[config.mk]
export PLATFORM = sky130hd
export DESIGN_NAME = cdb_arbiter
export DESIGN_NICKNAME = d
export VERILOG_FILES = /design/src/hdl/exu_pkg.sv /design/src/hdl/cdb_arbiter.sv
export SDC_FILE = /design/constraint.sdc
export NUM_CORES = 1
export LEC_CHECK = 0
export BUFFER_PORTS_ARGS = -buffer_cell sky130_fd_sc_hd__buf_4
export CORE_MARGIN = 1.5
export CORE_UTILIZATION = 25
export DETAILED_ROUTE_END_ITERATION = 16
export PLACE_DENSITY = 0.78
export SLEW_MARGIN = 0
export SYNTH_ARGS = -nofsm -noshare
export SYNTH_HDL_FRONTEND = slang
export SYNTH_SLANG_ARGS = --single-unit
[constraint.sdc]
create_clock -name clk_i -period 1.95 [get_ports clk_i]
set_input_delay 0.0975 -clock clk_i [delete_from_list [all_inputs] [get_ports clk_i]]
set_output_delay 0.0975 -clock clk_i [all_outputs]
set_load 0.005 [all_outputs]
[src/hdl/exu_pkg.sv]
package exu_pkg;

  // ----------------------------
  // Data widths
  // ----------------------------

  // Operand and result width
  localparam int unsigned XLEN = 32;

  // Reorder buffer tag width
  localparam int unsigned ROB_IDX_LEN = 4;

  // Unit control code width
  localparam int unsigned EU_CTL_LEN = 4;

  // Tag carried by every operation
  typedef logic [ROB_IDX_LEN-1:0] rob_idx_t;

  // ----------------------------
  // Opcodes
  // ----------------------------

  // Divide unit operations
  typedef enum logic [EU_CTL_LEN-1:0] {
    DIV_DIV  = 4'h0,
    DIV_DIVU = 4'h1,
    DIV_REM  = 4'h2,
    DIV_REMU = 4'h3
  } div_op_t;

  // Multiply unit operations
  typedef enum logic [EU_CTL_LEN-1:0] {
    MUL_MUL    = 4'h0,
    MUL_MULH   = 4'h1,
    MUL_MULHU  = 4'h2,
    MUL_MULHSU = 4'h3
  } mul_op_t;

  // Exception causes, RISC-V numbering where it applies
  typedef enum logic [4:0] {
    E_NONE                = 5'h00,
    E_INSTR_ACCESS_FAULT  = 5'h01,
    E_ILLEGAL_INSTRUCTION = 5'h02,
    E_BREAKPOINT          = 5'h03
  } except_code_t;

endpackage

[src/hdl/cdb_arbiter.sv]
`timescale 1ns/1ps

module cdb_arbiter import exu_pkg::*; (
  input  logic            clk_i,
  input  logic            rst_n_i,
  input  logic            div_valid_i,
  input  logic            mul_valid_i,
  input  logic [XLEN-1:0] div_result_i,
  input  logic [XLEN-1:0] mul_result_i,
  input  rob_idx_t        div_rob_idx_i,
  input  rob_idx_t        mul_rob_idx_i,
  input  logic            div_except_i,
  input  logic            mul_except_i,
  input  logic            cdb_ready_i,
  output logic            div_ready_o,
  output logic            mul_ready_o,
  output logic            cdb_valid_o,
  output logic [XLEN-1:0] cdb_result_o,
  output rob_idx_t        cdb_rob_idx_o,
  output logic            cdb_except_raised_o,
  output except_code_t    cdb_except_code_o
);

  // Last completed grant went to mul
  logic last_mul_q;
  // Stalled grant is pinned
  logic hold_q;
  logic hold_mul_q;

  logic rr_mul;
  logic hold_live;
  logic sel_mul;
  logic xfer;

  // ----------------------------
  // Grant selection
  // ----------------------------
  // Round robin, mul wins a tie only if div went last
  assign rr_mul    = mul_valid_i & (~div_valid_i | ~last_mul_q);
  // Held unit still has its word
  assign hold_live = hold_q & (hold_mul_q ? mul_valid_i : div_valid_i);
  assign sel_mul   = hold_live ? hold_mul_q : rr_mul;

  assign cdb_valid_o = sel_mul ? mul_valid_i : div_valid_i;
  assign xfer        = cdb_valid_o & cdb_ready_i;

  // Only the granted unit sees ready
  assign div_ready_o = ~sel_mul & cdb_ready_i;
  assign mul_ready_o = sel_mul & cdb_ready_i;

  // ----------------------------
  // Bus mux
  // ----------------------------
  assign cdb_result_o        = sel_mul ? mul_result_i : div_result_i;
  assign cdb_rob_idx_o       = sel_mul ? mul_rob_idx_i : div_rob_idx_i;
  assign cdb_except_raised_o = sel_mul ? mul_except_i : div_except_i;
  assign cdb_except_code_o   = cdb_except_raised_o ? E_ILLEGAL_INSTRUCTION : E_NONE;

  always_ff @(posedge clk_i or negedge rst_n_i) begin
    if (!rst_n_i) begin
      last_mul_q <= 1'b0;
      hold_q     <= 1'b0;
      hold_mul_q <= 1'b0;
    end else begin
      if (xfer) last_mul_q <= sel_mul;
      // Pin the grant while the bus waits
      hold_q     <= cdb_valid_o & ~cdb_ready_i;
      hold_mul_q <= sel_mul;
    end
  end

endmodule

# ---- Word-level counts from Yosys, hierarchy flattened
# Cells that the tools add are included.
dict set report word_totals {
  register_bits 3
  output_inout_bits 45
  in_bits 79
  elab_cells 21
}
dict set report classes {
  muxes 7
  n_bitwise 11
}
# operator n
set op_table {}
lappend op_table {{$mux W32} 1}
lappend op_table {{$and A1 B1 Y1} 6}
lappend op_table {{$mux W1} 4}
lappend op_table {{$mux W4} 1}
lappend op_table {{$not A1 Y1} 4}
lappend op_table {{$mux W2} 1}
lappend op_table {{$or A1 B1 Y1} 1}

# ---- Logic depth before layout (Yosys ltp)
dict set report logic_depth {
  ltp_word 6
  ltp_mapped 5
  mapped_depth_nobuf 3
}

# ---- Least setup slack after synthesis
# No wires, ideal clock.
dict set report synth_path {
  kind {reg2out}
  start {reg last_mul_q}
  end {out cdb_except_code_o[1]}
  stages_incl_launch_ff 6
  arrival_ps 1468
  required_ps 1852
  n_path_buf 2
  setup_slack_ps 385
  cell_sequence {dfrtp_1 or2_4 a31oi_4 buf_6 mux2_2 buf_4}
}
dict set report synth_between {
  elab_chain_len 6
}
# element line
set synth_rtl {}
lappend synth_rtl {{from (decl)} cdb_arbiter.sv:25} ;# logic last_mul_q;
lappend synth_rtl {{from (signal assigned)} cdb_arbiter.sv:65} ;# if (xfer) last_mul_q <= sel_mul;
lappend synth_rtl {{$not A1 Y1} cdb_arbiter.sv:39} ;# assign rr_mul = mul_valid_i & (~div_valid_i | ~last_mul_q);
lappend synth_rtl {{$or A1 B1 Y1} cdb_arbiter.sv:39}
lappend synth_rtl {{$and A1 B1 Y1} cdb_arbiter.sv:39}
lappend synth_rtl {{$mux W1} cdb_arbiter.sv:42} ;# assign sel_mul = hold_live ? hold_mul_q : rr_mul;
lappend synth_rtl {{$mux W1} cdb_arbiter.sv:56} ;# assign cdb_except_raised_o = sel_mul ? mul_except_i : div_except_i;
lappend synth_rtl {{net cdb_except_raised_o} cdb_arbiter.sv:20} ;# output logic cdb_except_raised_o,
lappend synth_rtl {{$mux W2} cdb_arbiter.sv:57} ;# assign cdb_except_code_o = cdb_except_raised_o ? E_ILLEGAL_INSTRUCTION : E_NONE;
lappend synth_rtl {{to (decl)} cdb_arbiter.sv:21} ;# output except_code_t cdb_except_code_o
# The timed path passes the listed nets, and every way through them passes these cells.

# ---- Worst setup path in the final report
dict set report layout_path {
  start {reg hold_q}
  end {out cdb_result_o[12]}
}
dict set report layout_between {
  elab_chain_len 3
}
# element line
set layout_rtl {}
lappend layout_rtl {{from (decl)} cdb_arbiter.sv:27} ;# logic hold_q;
lappend layout_rtl {{from (signal assigned)} cdb_arbiter.sv:67} ;# hold_q <= cdb_valid_o & ~cdb_ready_i;
lappend layout_rtl {{$and A1 B1 Y1} cdb_arbiter.sv:41} ;# assign hold_live = hold_q & (hold_mul_q ? mul_valid_i : div_valid_i);
lappend layout_rtl {{$mux W1} cdb_arbiter.sv:42}
lappend layout_rtl {{$mux W32} cdb_arbiter.sv:54} ;# assign cdb_result_o = sel_mul ? mul_result_i : div_result_i;
lappend layout_rtl {{to (decl)} cdb_arbiter.sv:18} ;# output logic [XLEN-1:0] cdb_result_o,
# No other way between the ends.

==> metrics.txt <==
sequential share of the synthesized area=11.1%; drt pass-1 iters=4; WS Path Type=register to output pin; initial DRC count=12; FMAX=0.516 GHz; wl on met1=1.20 mm; via count=1043; WL per Instance=16.2 um; CP endpoint kind=output pin; unrepaired setup endpoints after global routing=true; IO Pins=124; Worst Skew=0.00105 ns; Row Count=18; Post-Syn Instances=64; Startpoint Class=register; post-layout minimum cycle time=1.94 ns; crit path max fanout=10; Post-Place Worst Slack=0.257 ns; top sig layer=met4; # diodes=0; Worst EP required=1.85 ns; cell area after synthesis=676 um2; total of max-cap violations=0; Synth warnings=0; H-Tree Depth=1; die area=3020 um2; post-detailed-route count of antenna-violating nets=0; CTS root buffer=clkbuf_4; Routability Congestion=0.719; vias in the first global route=925; hold crit path type=input port to register; clk slew on worst S/H paths=0.04 ns; drt drc=0; overall die width=55.0 um; R2R Path Start=hold_q$_DFF_PN0_; FF+latch count, synth=3; pin count of the biggest net entering global routing=40; IO Port Bufs=119; initial antenna violation count=0; leakage=0.933 nW; Core Box Area=2520 um2; DIE HEIGHT=55.0 um; Initial Util=26.8%; Slew Limit Fails=0; total global routing overflow=0; status=finished, final reports clean; met2 wire length=1.85 mm; fin area=1770 um2; GRT Total Usage=18.0%; WL met3=429 um; Peak VDD IR=0.367 mV; Post-Route WL=3.61 mm; slack of the critical path=0.0116 ns; Hold Startpoint=cdb_ready_i; Max stage delay on crit path=0.42 ns; FILL cells=195; synthesis-to-layout area growth=161%; fin crit share=99.4%; Min Hold Slack=0.0573 ns; Sink Count=3; Layout Nets=273; Avg Inst Size Synth=10.6 um2; first-pass GRT wire length=3.80 mm; WP data arrival=1.84 ns; setup_tns=0 ns; Distinct cells, synth=18; CTS max path bufs=2; Setup Viol. Count Final=0; post-detail-place hpwl=2.52 mm; Critical path origin=hold_q$_DFF_PN0_; Hold Vio Cnt, Final=0; Pwr per Cell Area=419 nW/um2; CTS tree=built; slowest cell on the critical path=dfrtp_1; share of layout cells above drive strength 1=85.0%; Num CTS Buffers=3; worst-path cell chain=or2_4 -> a31oi_4 -> buf_6 -> buf_12 -> mux2_2 -> buf_4; Vias/cell=4.68; placed cell area=1560 um2; clk_lat worst skew=0.24 ns
## cells in the final DEF, fill, tap and decap left out, drive strengths merged, types with 2 or more instances in the layout
master and count:
buf 128, mux2 37, clkbuf 6, conb 4, dfrtp 3, or2 3
nand2 2, nor2b 2, a31oi 2
## Yosys cell counts, drive strengths merged
cell type,count,area (um2)
a41oi,1,8.76
a21oi,1,5.00
conb,1,3.75
nor4bb,1,10.0
inv,1,3.75
a31oi,2,27.5
nand3,1,5.00
nand2,2,7.51
mux2,37,417
dfrtp,3,75.1
buf,9,78.8
or2,3,21.3
nor2b,2,12.5
## logic make-up (layout without fill, tap and decap cells)
kind of cell,count (synthesis),in the layout,synth area share (%)
AO/OA/AOI/OAI,4,4,6.11
buffers and inverters,10,136,12.2
multiplexers,37,37,61.7
AND/OR/NAND/NOR,9,9,8.33
flip-flops,3,3,11.1
other,1,4,0.555
## routing by layer
| layer | up-vias | global-route usage (%) |
|---|---|---|
| met5 | - | 0 |
| met4 | 0 | 9.76 |
| met3 | 13 | 4.03 |
| met2 | 89 | 33.9 |
| met1 | 454 | 18.0 |
| li1 | 487 | - |
## worst paths after layout
kind / to / slack [ns] / cells past startpoint
min in group asynchronous: hold_q$_DFF_PN0_ / 0.18 / 2
max reg2reg: hold_mul_q$_DFF_PN0_ / 0.66 / 5
min reg2reg: last_mul_q$_DFFE_PN0P_ / 0.62 / 2
max: cdb_result_o[12] / 0.01 / 6
max in group asynchronous: last_mul_q$_DFFE_PN0P_ / 1.67 / 2
min: hold_q$_DFF_PN0_ / 0.06 / 2
## layout make-up
type                       instances  area, um2  share of cell area [%]
sequential                         3       75.1                    4.25
clock buffer                       4       26.3                    1.49
multi-input combinational         54        563                    31.9
tap                               30       37.5                    2.12
timing repair buffer             131       1060                    60.1
inverter                           1       3.75                   0.212
## power by group
part / internal, mW / switching (mW) / leakage [nW] / total (mW)
Clock: 0.0772 / 0.0397 / 0.0150 / 0.117
Combinational: 0.368 / 0.176 / 0.882 / 0.544
Sequential: 0.0722 / 0.00711 / 0.0362 / 0.0793
Total: 0.518 / 0.223 / 0.933 / 0.741
## metrics by stage
step | instances | power [mW] | utilization [%]
4_1_cts | 213 | 0.646 | 63.4
3_3_place_gp | 208 | 0.513 | 61.8
5_1_grt | 223 | 0.782 | 70.0
6_report | 223 | 0.741 | 70.0
2_1_floorplan | 67 | 0.271 | -
3_5_place_dp | 208 | 0.522 | 61.8
## critical path, delay by kind of cell (launching register included)
| kind | cells | cell delay (ns) |
|---|---|---|
| flops | 1 | 0.42 |
| simple gates | 1 | 0.27 |
| compound gates | 1 | 0.16 |
| buf+inv | 3 | 0.42 |
| mux | 1 | 0.34 |
## registers in the layout, indices dropped and copies added (netlist names)
name	count
last_mul_q	1
hold_mul_q	1
hold_q	1
## repair_timing
action | 4_1_cts | 5_1_grt
hold endpoints to repair | 3 | 0
setup endpoints to repair | 4 | 38
pin swaps | 0 | 1
resized for setup | 1 | 12
hold buffers | 1 | 0
gates cloned | 0 | 5
buffers inserted | 0 | 5
(Power assumes the default switching activity.)
